===== config.mk =====
export PLATFORM = sky130hd
export DESIGN_NAME = pce_ctrl_port
export DESIGN_NICKNAME = d
export VERILOG_FILES = /design/src/pce_ctrl_pkg.sv /design/src/tap_scan_fsm.sv /design/src/mouse_phase_counter.sv /design/src/mouse_delta.sv /design/src/pad_port_mux.sv /design/src/pce_ctrl_port.sv
export SDC_FILE = /design/constraint.sdc
export NUM_CORES = 1
export LEC_CHECK = 0
export BUFFER_PORTS_ARGS = -buffer_cell sky130_fd_sc_hd__buf_2
export CAP_MARGIN = 20
export CORE_MARGIN = 2
export CORE_UTILIZATION = 30
export CTS_CLUSTER_DIAMETER = 60
export DETAILED_ROUTE_END_ITERATION = 7
export GPL_TIMING_DRIVEN = 0
export MAX_ROUTING_LAYER = met4
export PLACE_DENSITY = 0.53
export SKIP_LAST_GASP = 1
export SLEW_MARGIN = 25
export SYNTH_ARGS = -nofsm -noshare
export SYNTH_HDL_FRONTEND = slang
export SYNTH_SLANG_ARGS = --single-unit

===== constraint.sdc =====
create_clock -name clk_sys -period 2.11 [get_ports clk_sys]
set_clock_uncertainty 0.1 [all_clocks]
set_input_delay 0.3165 -clock clk_sys [delete_from_list [all_inputs] [get_ports clk_sys]]
set_output_delay 0.3165 -clock clk_sys [all_outputs]
set_load 0.005 [all_outputs]

===== src/pce_ctrl_pkg.sv =====
`default_nettype none

package pce_ctrl_pkg;

	// ========================================================================
	// Pad and multitap sizes
	// ========================================================================

	localparam int PAD_BITS      = 12; // Buttons III..VI, run..I, directions
	localparam int PORT_IDX_BITS = 3;

	// Multitap has ports 0..4, index 5 reads as an empty port
	localparam logic [PORT_IDX_BITS-1:0] TAP_PORTS = 3'd5;

	// CLR low this long restarts the mouse sequence
	localparam logic [14:0] MOUSE_IDLE_CYCLES = 15'd32767;

	localparam logic [15:0] NO_PAD_WORD = 16'h0FFF; // All buttons released, id 0

	// ========================================================================
	// Port word, active low, one nibble per CLR/SEL/bank combination
	// ========================================================================

	typedef union packed {
		struct packed {
			logic [3:0] id;          // Always 0 for a pad
			logic [3:0] ext_buttons; // VI, V, IV, III
			logic [3:0] dirs;        // Left, down, right, up
			logic [3:0] buttons;     // Run, select, II, I
		} pad;
		logic [3:0][3:0] nib;        // Nibble 0 is the button nibble
	} port_word_t;

endpackage

`default_nettype wire


===== src/tap_scan_fsm.sv =====
`default_nettype none

module tap_scan_fsm (
	input  logic                                  clk_sys,
	input  logic                                  arst_n,
	input  logic                                  pad_clr,
	input  logic                                  pad_sel,
	input  logic                                  turbotap,
	input  logic                                  buttons6,
	output logic                                  clr_rise,
	output logic [pce_ctrl_pkg::PORT_IDX_BITS-1:0] port_idx,
	output logic                                  high_bank
);

	logic clr_q; // Previous CLR level
	logic sel_q; // Previous SEL level
	logic sel_rise;

	assign clr_rise = pad_clr & ~clr_q;
	assign sel_rise = pad_sel & ~sel_q;

	always_ff @(posedge clk_sys or negedge arst_n) begin
		if (!arst_n) begin
			clr_q <= 1'b0;
			sel_q <= 1'b0;
		end else begin
			clr_q <= pad_clr;
			sel_q <= pad_sel;
		end
	end

	// ========================================================================
	// Port index and button bank
	// ========================================================================

	always_ff @(posedge clk_sys or negedge arst_n) begin
		if (!arst_n) begin
			port_idx  <= '0;
			high_bank <= 1'b0;
		end else if (pad_clr) begin
			port_idx <= '0; // CLR restarts the multitap scan
			if (clr_rise)
				high_bank <= ~high_bank & buttons6; // Six-button pads flip bank per frame
		end else if (sel_rise && turbotap && port_idx < pce_ctrl_pkg::TAP_PORTS) begin
			port_idx <= port_idx + 1'b1; // Stops on the empty port
		end
	end

	a_port_idx_range: assert property (@(posedge clk_sys) disable iff (!arst_n)
		port_idx <= pce_ctrl_pkg::TAP_PORTS)
		else $error("port_idx beyond last multitap port");

	a_clr_rise_single: assert property (@(posedge clk_sys) disable iff (!arst_n)
		clr_rise |=> !clr_rise)
		else $error("clr_rise held for more than one cycle");

endmodule

`default_nettype wire


===== src/mouse_phase_counter.sv =====
`default_nettype none

module mouse_phase_counter (
	input  logic       clk_sys,
	input  logic       arst_n,
	input  logic       pad_clr,
	input  logic       clr_rise,
	output logic [1:0] mouse_phase,
	output logic       frame_end
);

	logic [14:0] idle_cnt; // Cycles spent with CLR low
	logic        idle_done;

	assign idle_done = (idle_cnt == pce_ctrl_pkg::MOUSE_IDLE_CYCLES);

	always_ff @(posedge clk_sys or negedge arst_n) begin
		if (!arst_n)
			idle_cnt <= '0;
		else if (pad_clr)
			idle_cnt <= '0;
		else if (!idle_done)
			idle_cnt <= idle_cnt + 1'b1; // Saturates at the idle limit
	end

	// ========================================================================
	// Nibble phase, one step per CLR pulse
	// ========================================================================

	always_ff @(posedge clk_sys or negedge arst_n) begin
		if (!arst_n)
			mouse_phase <= 2'd3;
		else if (clr_rise)
			mouse_phase <= mouse_phase + 1'b1;
		else if (idle_done)
			mouse_phase <= 2'd3; // Next pulse starts over at X high nibble
	end

	assign frame_end = clr_rise & (mouse_phase == 2'd3);

	// A frame closes on a CLR pulse and always reopens at phase 0
	a_frame_end_wrap: assert property (@(posedge clk_sys) disable iff (!arst_n)
		frame_end |-> clr_rise ##1 (mouse_phase == 2'd0))
		else $error("frame_end without clr_rise or phase wrap");

endmodule

`default_nettype wire


===== src/mouse_delta.sv =====
`default_nettype none

module mouse_delta (
	input  logic       clk_sys,
	input  logic       arst_n,
	input  logic [7:0] mouse_x,
	input  logic [7:0] mouse_y,
	input  logic       mouse_strobe,
	input  logic [1:0] mouse_btn,
	input  logic [1:0] pad0_run_sel,
	input  logic [1:0] mouse_phase,
	input  logic       frame_end,
	output logic [7:0] mouse_byte
);

	logic [7:0] pend_x; // Collected since the last frame
	logic [7:0] pend_y;
	logic [7:0] held_x; // Reported during the current frame
	logic [7:0] held_y;

	// ========================================================================
	// Pending and held movement
	// ========================================================================

	always_ff @(posedge clk_sys or negedge arst_n) begin
		if (!arst_n) begin
			pend_x <= '0;
			pend_y <= '0;
			held_x <= '0;
			held_y <= '0;
		end else begin
			if (frame_end) begin
				held_x <= pend_x;
				held_y <= pend_y;
				pend_x <= '0;
				pend_y <= '0;
			end
			// New movement overrides the clear above
			if (mouse_strobe) begin
				pend_x <= 8'd0 - mouse_x; // Console expects X reversed
				pend_y <= mouse_y;
			end
		end
	end

	// ========================================================================
	// Nibble-serial byte
	// ========================================================================

	always_comb begin
		case (mouse_phase)
			2'd0:    mouse_byte[7:4] = held_x[7:4];
			2'd1:    mouse_byte[7:4] = held_x[3:0];
			2'd2:    mouse_byte[7:4] = held_y[7:4];
			default: mouse_byte[7:4] = held_y[3:0];
		endcase
	end

	assign mouse_byte[3:0] = ~{pad0_run_sel, mouse_btn[0], mouse_btn[1]}; // Active low

endmodule

`default_nettype wire


===== src/pad_port_mux.sv =====
`default_nettype none

module pad_port_mux (
	input  logic                                  clk_sys,
	input  logic                                  arst_n,
	input  logic [pce_ctrl_pkg::PAD_BITS-1:0]      joy_a,
	input  logic [pce_ctrl_pkg::PAD_BITS-1:0]      joy_b,
	input  logic [pce_ctrl_pkg::PAD_BITS-1:0]      joy_2,
	input  logic [pce_ctrl_pkg::PAD_BITS-1:0]      joy_3,
	input  logic [pce_ctrl_pkg::PAD_BITS-1:0]      joy_4,
	input  logic                                  joy_swap,
	input  logic                                  mouse_en,
	input  logic [7:0]                            mouse_byte,
	input  logic [pce_ctrl_pkg::PORT_IDX_BITS-1:0] port_idx,
	input  logic                                  high_bank,
	input  logic                                  pad_sel,
	input  logic                                  pad_clr,
	output logic [3:0]                            pad_nibble,
	output logic [1:0]                            pad0_run_sel
);

	logic [pce_ctrl_pkg::PAD_BITS-1:0] pad_0; // After the swap
	logic [pce_ctrl_pkg::PAD_BITS-1:0] pad_1;
	logic [pce_ctrl_pkg::PAD_BITS-1:0] pad_cur;
	pce_ctrl_pkg::port_word_t          word;

	assign pad_0 = joy_swap ? joy_b : joy_a;
	assign pad_1 = joy_swap ? joy_a : joy_b;

	assign pad0_run_sel = pad_0[7:6]; // Run and select for the mouse byte

	// ========================================================================
	// Port selection
	// ========================================================================

	always_comb begin
		case (port_idx)
			3'd1:    pad_cur = pad_1;
			3'd2:    pad_cur = joy_2;
			3'd3:    pad_cur = joy_3;
			3'd4:    pad_cur = joy_4;
			default: pad_cur = pad_0;
		endcase
	end

	always_comb begin
		word.pad.id          = 4'h0;
		word.pad.ext_buttons = ~pad_cur[11:8];
		word.pad.dirs        = ~{pad_cur[1], pad_cur[2], pad_cur[0], pad_cur[3]}; // L D R U
		word.pad.buttons     = ~pad_cur[7:4];
		if (port_idx == '0 && mouse_en)
			word = pce_ctrl_pkg::port_word_t'({mouse_byte, mouse_byte});
		else if (port_idx >= pce_ctrl_pkg::TAP_PORTS)
			word = pce_ctrl_pkg::port_word_t'(pce_ctrl_pkg::NO_PAD_WORD);
	end

	// ========================================================================
	// Output latch
	// ========================================================================

	always_ff @(posedge clk_sys or negedge arst_n) begin
		if (!arst_n)
			pad_nibble <= 4'h0;
		else if (pad_clr)
			pad_nibble <= 4'h0;
		else
			pad_nibble <= word.nib[{high_bank, pad_sel}];
	end

	a_clr_clears_nibble: assert property (@(posedge clk_sys) disable iff (!arst_n)
		pad_clr |=> (pad_nibble == 4'h0))
		else $error("pad_nibble not cleared after CLR");

endmodule

`default_nettype wire


===== src/pce_ctrl_port.sv =====
`default_nettype none

module pce_ctrl_port (
	input  logic                             clk_sys,
	input  logic                             arst_n,
	input  logic                             pad_clr,
	input  logic                             pad_sel,
	input  logic [pce_ctrl_pkg::PAD_BITS-1:0] joy_a,
	input  logic [pce_ctrl_pkg::PAD_BITS-1:0] joy_b,
	input  logic [pce_ctrl_pkg::PAD_BITS-1:0] joy_2,
	input  logic [pce_ctrl_pkg::PAD_BITS-1:0] joy_3,
	input  logic [pce_ctrl_pkg::PAD_BITS-1:0] joy_4,
	input  logic                             joy_swap,
	input  logic                             turbotap,
	input  logic                             buttons6,
	input  logic                             mouse_en,
	input  logic [7:0]                       mouse_x,
	input  logic [7:0]                       mouse_y,
	input  logic [1:0]                       mouse_btn,
	input  logic                             mouse_strobe,
	output logic [3:0]                       joy_in
);

	logic                                  clr_rise;
	logic [pce_ctrl_pkg::PORT_IDX_BITS-1:0] port_idx;
	logic                                  high_bank;
	logic [1:0]                            mouse_phase;
	logic                                  frame_end;
	logic [7:0]                            mouse_byte;
	logic [1:0]                            pad0_run_sel;

	tap_scan_fsm i_tap_scan_fsm (
		.clk_sys   (clk_sys),
		.arst_n    (arst_n),
		.pad_clr   (pad_clr),
		.pad_sel   (pad_sel),
		.turbotap  (turbotap),
		.buttons6  (buttons6),
		.clr_rise  (clr_rise),
		.port_idx  (port_idx),
		.high_bank (high_bank)
	);

	mouse_phase_counter i_mouse_phase_counter (
		.clk_sys     (clk_sys),
		.arst_n      (arst_n),
		.pad_clr     (pad_clr),
		.clr_rise    (clr_rise),
		.mouse_phase (mouse_phase),
		.frame_end   (frame_end)
	);

	mouse_delta i_mouse_delta (
		.clk_sys      (clk_sys),
		.arst_n       (arst_n),
		.mouse_x      (mouse_x),
		.mouse_y      (mouse_y),
		.mouse_strobe (mouse_strobe),
		.mouse_btn    (mouse_btn),
		.pad0_run_sel (pad0_run_sel),
		.mouse_phase  (mouse_phase),
		.frame_end    (frame_end),
		.mouse_byte   (mouse_byte)
	);

	pad_port_mux i_pad_port_mux (
		.clk_sys      (clk_sys),
		.arst_n       (arst_n),
		.joy_a        (joy_a),
		.joy_b        (joy_b),
		.joy_2        (joy_2),
		.joy_3        (joy_3),
		.joy_4        (joy_4),
		.joy_swap     (joy_swap),
		.mouse_en     (mouse_en),
		.mouse_byte   (mouse_byte),
		.port_idx     (port_idx),
		.high_bank    (high_bank),
		.pad_sel      (pad_sel),
		.pad_clr      (pad_clr),
		.pad_nibble   (joy_in),
		.pad0_run_sel (pad0_run_sel)
	);

endmodule

`default_nettype wire


# After elaboration in Yosys (flattened, before gate mapping)
# Index checks and enable logic that the tools add are counted.
# word_totals
regBits	59
out_inout_bits	4
# classes
add_sub_neg	4
magnitude_cmp	3
n_eq_ne	9
mux	18
bitwise	11
reduce_logical	9
# op_table
op	n
12-bit one-hot mux with 4 select lines	1
12-bit 2-to-1 mux	3
15-bit 2-to-1 mux	2
8-bit 2-to-1 mux	3
16-bit 2-to-1 mux	1
4-bit inverter	4
15-bit by 1-bit adder with 15-bit output (second input constant)	1
15-bit == test (second input constant)	1
4-bit one-hot mux with 3 select lines	1
4-bit binary-select mux with 2-bit select	1
4-bit 2-to-1 mux	2
1-bit by 8-bit subtractor with 8-bit output (first input constant)	1
3-bit by 2-bit == test with 1-bit output (second input constant)	2
3-bit 2-to-1 mux	2
2-bit nonzero test	3
1-bit AND	4
2-bit == test (second input constant)	2
2-bit 2-to-1 mux	2
3-bit by 1-bit adder with 3-bit output (second input constant)	1
3-bit by 1-bit == test with 1-bit output (second input constant)	1
3-bit == test (second input constant)	1
3-bit >= comparator (second input constant)	1
1-bit logical AND	3
3-bit logical NOT	1
other kinds (8)	10

# Logic depth before layout (Yosys ltp)
# Gate-level depths: netlist of run 1.
# logic_depth
word_depth	8
ltp_mapped	9
depth_no_buf	7

# Modules after synthesis
# A second synthesis of run 1 with hierarchy kept.
# hier_totals
cells_unflattened	330
hier_area_um2	3564.7
# modules_own_cells
mod	n_inst	cells_per_inst	area_each_um2	seq_area_each_um2
mouse_delta	1	94	1367.6	800.8
pad_port_mux	1	121	1033.5	100.1
mouse_phase_counter	1	91	889.6	427.9
tap_scan_fsm	1	24	274.0	150.1

# Worst setup path after synthesis of run 1
# No wires, ideal clock.
# synth_timing
kind	reg-to-reg
start	register i_tap_scan_fsm.port_idx[0] (netlist bit)
end	register i_pad_port_mux.pad_nibble[3]
t_arrival_ns	1.737
required_ns	1.878
slack_ns	0.142
stages_incl_launch_ff	9
path_buffers	1
synth_period_minus_slack_ns	1.968
cell_sequence	dfrtp_1 inv_1 ha_1 nor2b_1 clkbuf_1 a222oi_1 a22o_1 o21ai_1 nand4_1
# synth_between
elab_chain_cells	8
elab_cells_between_ends	16
cone_classes	order compare: 1; eq/ne: 4; mux: 6; bitwise: 3; reduce/logical: 2
# synth_lines
item	line_no	rtl
start: declaration	tap_scan_fsm.sv:11	output logic [pce_ctrl_pkg::PORT_IDX_BITS-1:0] port_idx,
start signal: assignment	tap_scan_fsm.sv:45	port_idx <= port_idx + 1'b1;
3-bit == test (tied with other cells)	pad_port_mux.sv:37	case (port_idx)
12-bit one-hot mux with 4 select lines	pad_port_mux.sv:37	
4-bit inverter, on equally long branches	pad_port_mux.sv:50, pad_port_mux.sv:48, pad_port_mux.sv:49	
12-bit 2-to-1 mux	pad_port_mux.sv:53	else if (port_idx >= pce_ctrl_pkg::TAP_PORTS)
16-bit 2-to-1 mux (*)	pad_port_mux.sv:51	if (port_idx == '0 && mouse_en)
4-bit binary-select mux with 2-bit select (*)	pad_port_mux.sv:67	pad_nibble <= word.nib[{high_bank, pad_sel}];
4-bit 2-to-1 mux (implied by the code) (*)	pad_port_mux.sv:67	
4-bit 2-to-1 mux (*)	pad_port_mux.sv:64	else if (pad_clr)
end signal: assignment	pad_port_mux.sv:67	
end: declaration	pad_port_mux.sv:18	output logic [3:0] pad_nibble,
# Every way passes the cells marked *; elsewhere a longest branch is shown, timed or not. The select of a mux whose other input is x is not followed.
# A chain may end at the register's enable or synchronous reset.

# Worst setup path in the final report of run 1
# layout_timing
start	register i_tap_scan_fsm.port_idx[1] (netlist bit)
end	register i_pad_port_mux.pad_nibble[1]
# The elaborated chain is that of the path after synthesis.

==> flow_summary.json, run 1 <==
{
  "antenna_found_initial": 0,
  "hold_viol_final": 0,
  "syn_area_um2": 3661,
  "core_um2": 11960,
  "rsz0062_at_grt": "true",
  "start_util_pct": 30.61,
  "final_util_pct": 40.18,
  "finalNetCount": 598,
  "synth_commonest_cells": "57 x dfrtp_1, 52 x nand2_1, 33 x o21ai_0",
  "tightestPinTransition_ns": 0.7340,
  "io_pins": 91,
  "dieWidth_um": 114.5,
  "via_per_inst": 5.081,
  "clkLatencyLatePin_ns": 0.33,
  "clock_path_buffers": 2,
  "criticalPathCategory": "reg -> reg",
  "power_frac_comb_pct": 21.7,
  "ys.flop_type": "dfrtp_1",
  "rows": 40,
  "clock-sinks": 59,
  "cts_tree": "yes",
  "grt_use_total_pct": 15.08,
  "syn_inst": 387,
  "power_density_nw_per_um2": 780.7,
  "numCtsBuffers": 9,
  "clockRootBuffer": "clkbuf_16",
  "period_share_pct": 99.90,
  "synth_edf_count": 0,
  "route.detailed.drc": 0,
  "synth_area_leaders": "dfrtp_1 39%, mux2_2 7.7%, nand2_1 5.3%, o21ai_0 4.5%, a222oi_1 4.4%",
  "drt_iter0_markers": 230,
  "p_sw_share_pct": 27.90,
  "yosys_warnings": 0,
  "drv_slew": 0,
  "end_kind": "register",
  "p_total_mw": 3.752,
  "wl_per_cell_um": 14.64,
  "synth.avg_cell_area_um2": 9.460,
  "p_leak_nw": 2.136,
  "diodes": 0,
  "timing.fmax_mhz": 474.4,
  "synthesis.nets": 486,
  "path_clk_slew_ns": 0.05,
  "hp-class": "in -> reg",
  "netSwitchingPower_mw": 1.047,
  "die_area_um2": 13100,
  "gr-total-overflow": 0,
  "place_congestion": 0.8632,
  "power_frac_clock_pct": 38.7,
  "ys_seq_elements": 59,
  "cap_viol_max_count": 0,
  "period_minus_slack_ns": 2.108,
  "final-setup-viol-count": 0,
  "synth.most_common_cell": "dfrtp_1",
  "wirelength_um": 9533,
  "vias": 3308,
  "seq_power_share_pct": 39.6,
  "yosysSeqAreaShare_pct": 40.40,
  "arrival_ns": 2.22,
  "final_antenna_net_count": 0,
  "dr.pass1.iters": 5,
  "grt_pass1_wl_um": 15250,
  "io_buffers": 89,
  "startpoint_type": "register",
  "die_y_um": 114.5,
  "synth_cell_types": 54,
  "grt_pass1_vias": 3206,
  "dp.final_hpwl_um": 7195,
  "grt_max_degree": 60,
  "status": "finished, final reports clean",
  "worstPathMaxFanout": 9,
  "area_delta_synth_final_pct": 31.27,
  "synth-async-reset-ratio_pct": 100.0,
  "cts.htree.levels": 3,
  "max_slew_margin_pct": 51.06,
  "cp_data_required_time_ns": 2.22,
  "internal-power_mw": 2.705,
  "yosysTopAreaCell": "dfrtp_1",
  "layout-drive-gt1-share_pct": 35.91,
  "vdd_drop_max_mv": 0.4380,
  "synth_top_area_share_pct": 38.96
}
routing by layer:
layer  vias up  global-route usage (%)  share of wire (%)
met4         0                   5.366                1.5
met5         -                       -                  0
li1       1651                       -                  -
met3        13                   3.494                6.7
met2       112                   24.26                 46
met1      1532                   18.60                 46
cells in the final DEF (no fill, tap or decap), types with 10 or more instances in the layout:
cell	n
a21oi_1	17
a222oi_1	16
buf_2	95
buf_4	12
dfrtp_1	55
mux2_2	25
mux2i_1	10
nand2_1	51
nor2_1	31
nor3_1	10
o21ai_0	31
xnor2_1	10
worst paths after layout:
kind	start	end	slack (ns)	depth (start not counted)
worst max-delay path	i_tap_scan_fsm.port_idx[1]$_DFFE_PN0P_	i_pad_port_mux.pad_nibble[1]$_DFF_PN0_	0.002	8
worst min-delay path	mouse_y[4]	i_mouse_delta.pend_y[4]$_DFFE_PN0P_	0.09	3
worst max register to register	i_tap_scan_fsm.port_idx[1]$_DFFE_PN0P_	i_pad_port_mux.pad_nibble[1]$_DFF_PN0_	0.002	8
worst min register to register	i_mouse_delta.held_x[4]$_DFFE_PN0P_	i_mouse_delta.held_x[4]$_DFFE_PN0P_	0.41	1
max in group asynchronous	arst_n	i_tap_scan_fsm.port_idx[1]$_DFFE_PN0P_	0.89	2
min in group asynchronous	arst_n	i_mouse_delta.pend_x[5]$_DFFE_PN0P_	0.49	2
power by group through the flow:
stage	clock network, mW	registers, mW	logic, mW
finish	1.45	1.48	0.815
global route	1.56	1.52	0.906
CTS	1.48	1.49	0.783
detailed placement	0	1.51	0.764
global placement	0	1.50	0.748
floorplan	0	1.46	0.520
per-stage QoR:
| stage | instance area [um^2] | setup TNS [ns] | hold WS [ns] | setup slack [ns] | instances |
|---|---|---|---|---|---|
| 5_1_grt | 4806 | -0.2031 | 0.09470 | -0.07617 | 651 |
| 3_3_place_gp | 4290 | -0.6912 | 0.3429 | -0.2102 | 623 |
| 3_5_place_dp | 4293 | -0.8487 | 0.3402 | -0.2654 | 623 |
| 4_1_cts | 4674 | 0 | 0.0005581 | 0.0002174 | 643 |
| 6_report | 4806 | 0 | 0.09321 | 0.002127 | 651 |
| 2_1_floorplan | 3661 | 0 | -0.07909 | 0.1418 | 387 |
sequential cells by signal (all words and copies together) (netlist names):
register	flops
i_mouse_phase_counter.idle_cnt	15
i_mouse_delta.held_x	8
i_mouse_delta.held_y	8
i_mouse_delta.pend_x	8
i_mouse_delta.pend_y	8
i_pad_port_mux.pad_nibble	4
i_tap_scan_fsm.port_idx	3
i_mouse_phase_counter.mouse_phase	2
i_tap_scan_fsm.clr_q	1
i_tap_scan_fsm.high_bank	1
i_tap_scan_fsm.sel_q	1
cell type report:
cell class                 count  area, um^2
tap                          147       183.9
multi-input combinational    294        2097
clock buffer                   9       225.2
inverter                      10       40.04
timing repair buffer         101       546.8
fill                        1219        7156
clock inverter                 7       77.57
buffer                        24       153.9
sequential                    59        1481
kinds of logic after synthesis:
family | after synthesis | share of synthesized area [%]
and+or+nand+nor | 137 | 19.65
AOI/OAI and AO/OA | 95 | 17.50
DFF | 59 | 40.40
muxes | 35 | 10.42
buffers and inverters | 34 | 4.341
xor gates and xnor gates | 15 | 3.588
adders and majority gates | 12 | 4.101
timing repair:
item	4_1_cts	5_1_grt
hold buffers	1	1
hold endpoints to repair	40	1
setup endpoints to repair	4	4
pin swaps	5	14
gates resized for setup	18	16
setup buffers	3	7
worst max-delay path: stages (launching register included):
cell and delay, ns:
dfrtp_2 0.46, inv_2 0.09, ha_4 0.18, nor4_4 0.31
buf_6 0.18, o21ai_0 0.09, a22oi_1 0.25, o21ai_0 0.13
and4b_1 0.19
No activity file was read; power rests on OpenSTA's default activity.
==> run 2: changes to the inputs <==
Settings changed: CORE_MARGIN 2 to not set.
==> flow_summary.json, run 2 (synthesized netlist as in run 1, its figures left out) <==
{
  "route.detailed.drc": 0,
  "vdd_drop_max_mv": 0.4742,
  "p_leak_nw": 2.147,
  "final_common_cell": "buf_2",
  "core_um2": 11660,
  "cts_tree": "yes",
  "final_util_pct": 41.47,
  "timing.hold.ws_ns": 0.01116,
  "numCtsBuffers": 9,
  "hp-class": "in -> reg",
  "rows": 39,
  "area_delta_synth_final_pct": 32.09,
  "dieWidth_um": 112.5,
  "endpoint": "i_pad_port_mux.pad_nibble[1]$_DFF_PN0_",
  "io_buffers": 89,
  "end_kind": "register",
  "grt_max_degree": 60,
  "dp_slack_ns": -0.2250,
  "reg2reg_depth": 6,
  "antenna_found_initial": 0,
  "io_pins": 91,
  "dr.pass1.iters": 5,
  "dp.final_hpwl_um": 6976,
  "clock-sinks": 59,
  "reg2reg_to": "i_pad_port_mux.pad_nibble[1]$_DFF_PN0_",
  "path_clk_slew_ns": 0.05,
  "die_area_um2": 12650,
  "hold_viol_final": 0,
  "drv_slew": 0,
  "startpoint_type": "register",
  "grt_pass1_wl_um": 15260,
  "clkLatencyLatePin_ns": 0.32,
  "tightestPinTransition_ns": 0.7369,
  "period_share_pct": 98.27,
  "die_y_um": 112.5,
  "diodes": 0,
  "final_antenna_net_count": 0,
  "worstPathMaxFanout": 6,
  "critPathLaunch": "i_tap_scan_fsm.port_idx[1]$_DFFE_PN0P_",
  "rsz0062_at_grt": "true",
  "power_density_nw_per_um2": 816.9,
  "cap_viol_max_count": 0,
  "finalNetCount": 598,
  "drt_iter0_markers": 209,
  "wl_per_cell_um": 14.27,
  "status": "finished, final reports clean",
  "grt_pass1_vias": 3212,
  "top_register": "i_mouse_phase_counter.idle_cnt",
  "via_per_inst": 5.121,
  "final.setup.worst_slack_ns": 0.03647,
  "period_minus_slack_ns": 2.074,
  "criticalPathCategory": "reg -> reg",
  "fin_cells": 647,
  "layout-drive-gt1-share_pct": 36.11,
  "cp_data_required_time_ns": 2.26,
  "place_congestion": 0.8478,
  "largest_reg_flops": 15,
  "start_util_pct": 31.39,
  "rr_startpoint": "i_tap_scan_fsm.port_idx[1]$_DFFE_PN0P_",
  "arrival_ns": 2.22,
  "wirelength_um": 9230,
  "final_cell_mix": "95 x buf_2, 55 x dfrtp_1, 52 x nand2_1",
  "dp_cells": 619,
  "timing.fmax_mhz": 482.3,
  "clockRootBuffer": "clkbuf_16",
  "gr-total-overflow": 0,
  "vias": 3313,
  "max_slew_margin_pct": 50.87,
  "cts.htree.levels": 3,
  "grt_use_total_pct": 15.68,
  "clock_path_buffers": 2,
  "final-setup-viol-count": 0,
  "rrSetupSlack_ns": 0.04
}
run 2: cell count changes in the layout (fill, tap and decap cells not counted), sizes merged:
| cell | previous run | this run |
|---|---|---|
| buf | 115 | 117 |
| bufinv | 1 | 3 |
| clkinv | 4 | 2 |
| clkbuf | 17 | 18 |
| clkinvlp | 1 | 0 |
| dlygate4sd3 | 2 | 1 |
| inv | 11 | 10 |
run 2: worst max-delay path: stages, from the launching register on:
cell      delay, ns
dfrtp_2        0.47
ha_4           0.20
ha_4           0.17
a222oi_1       0.38
a31oi_1        0.15
a221oi_2       0.26
and4b_1        0.27
run 2: worst min path at each step:
stage	from	end	cells after the start
after floorplan	arst_n	i_mouse_delta.held_x[0]$_DFFE_PN0P_	0
after global placement	pad_sel	i_tap_scan_fsm.sel_q$_DFF_PN0_	1
after detailed placement	arst_n	i_mouse_delta.pend_x[7]$_DFFE_PN0P_	1
after CTS	pad_sel	i_tap_scan_fsm.sel_q$_DFF_PN0_	1
after global routing	pad_sel	i_tap_scan_fsm.sel_q$_DFF_PN0_	1
final	pad_sel	i_tap_scan_fsm.sel_q$_DFF_PN0_	1
run 2: through the flow:
| step | setup TNS [ns] | power [mW] | area [um^2] |
|---|---|---|---|
| floorplan | 0 | 1.984 | 3661 |
| global placement | -0.6890 | 2.253 | 4285 |
| detailed placement | -0.7243 | 2.271 | 4288 |
| CTS | 0 | 3.981 | 4726 |
| global route | -0.02203 | 4.176 | 4836 |
| finish | 0 | 3.951 | 4836 |
run 2: area by class of cell:
class,count,area (um^2)
Inverter,10,37.54
Clock buffer,11,242.7
Multi-Input combinational cell,294,2107
Fill cell,1171,6827
Timing Repair Buffer,101,540.5
Buffer,24,147.6
Sequential cell,59,1481
Tap cell,143,178.9
Clock inverter,5,100.1
run 2: report_power, final:
part           internal [mW]  leakage (nW)  switching (mW)  total (mW)
clock network           1.18         0.169           0.483        1.66
registers               1.36         0.747           0.123        1.49
logic                  0.420          1.23           0.383       0.803
run 2: what timing repair did:
action,CTS,global route
resized for setup,13,20
pin swaps,9,6
hold buffers,1,0
setup endpoints to repair,4,4
setup buffers,7,4
endpoints found under the hold margin,57,0
run 2: per-layer routing:
layer / up-vias / GRT usage [%] / share of wire (%)
li1: 1644 / - / -
met1: 1535 / 19.24 / 47
met2: 120 / 25.63 / 46
met3: 14 / 3.888 / 5.4
met4: 0 / 4.444 / 1.3
met5: - / - / 0
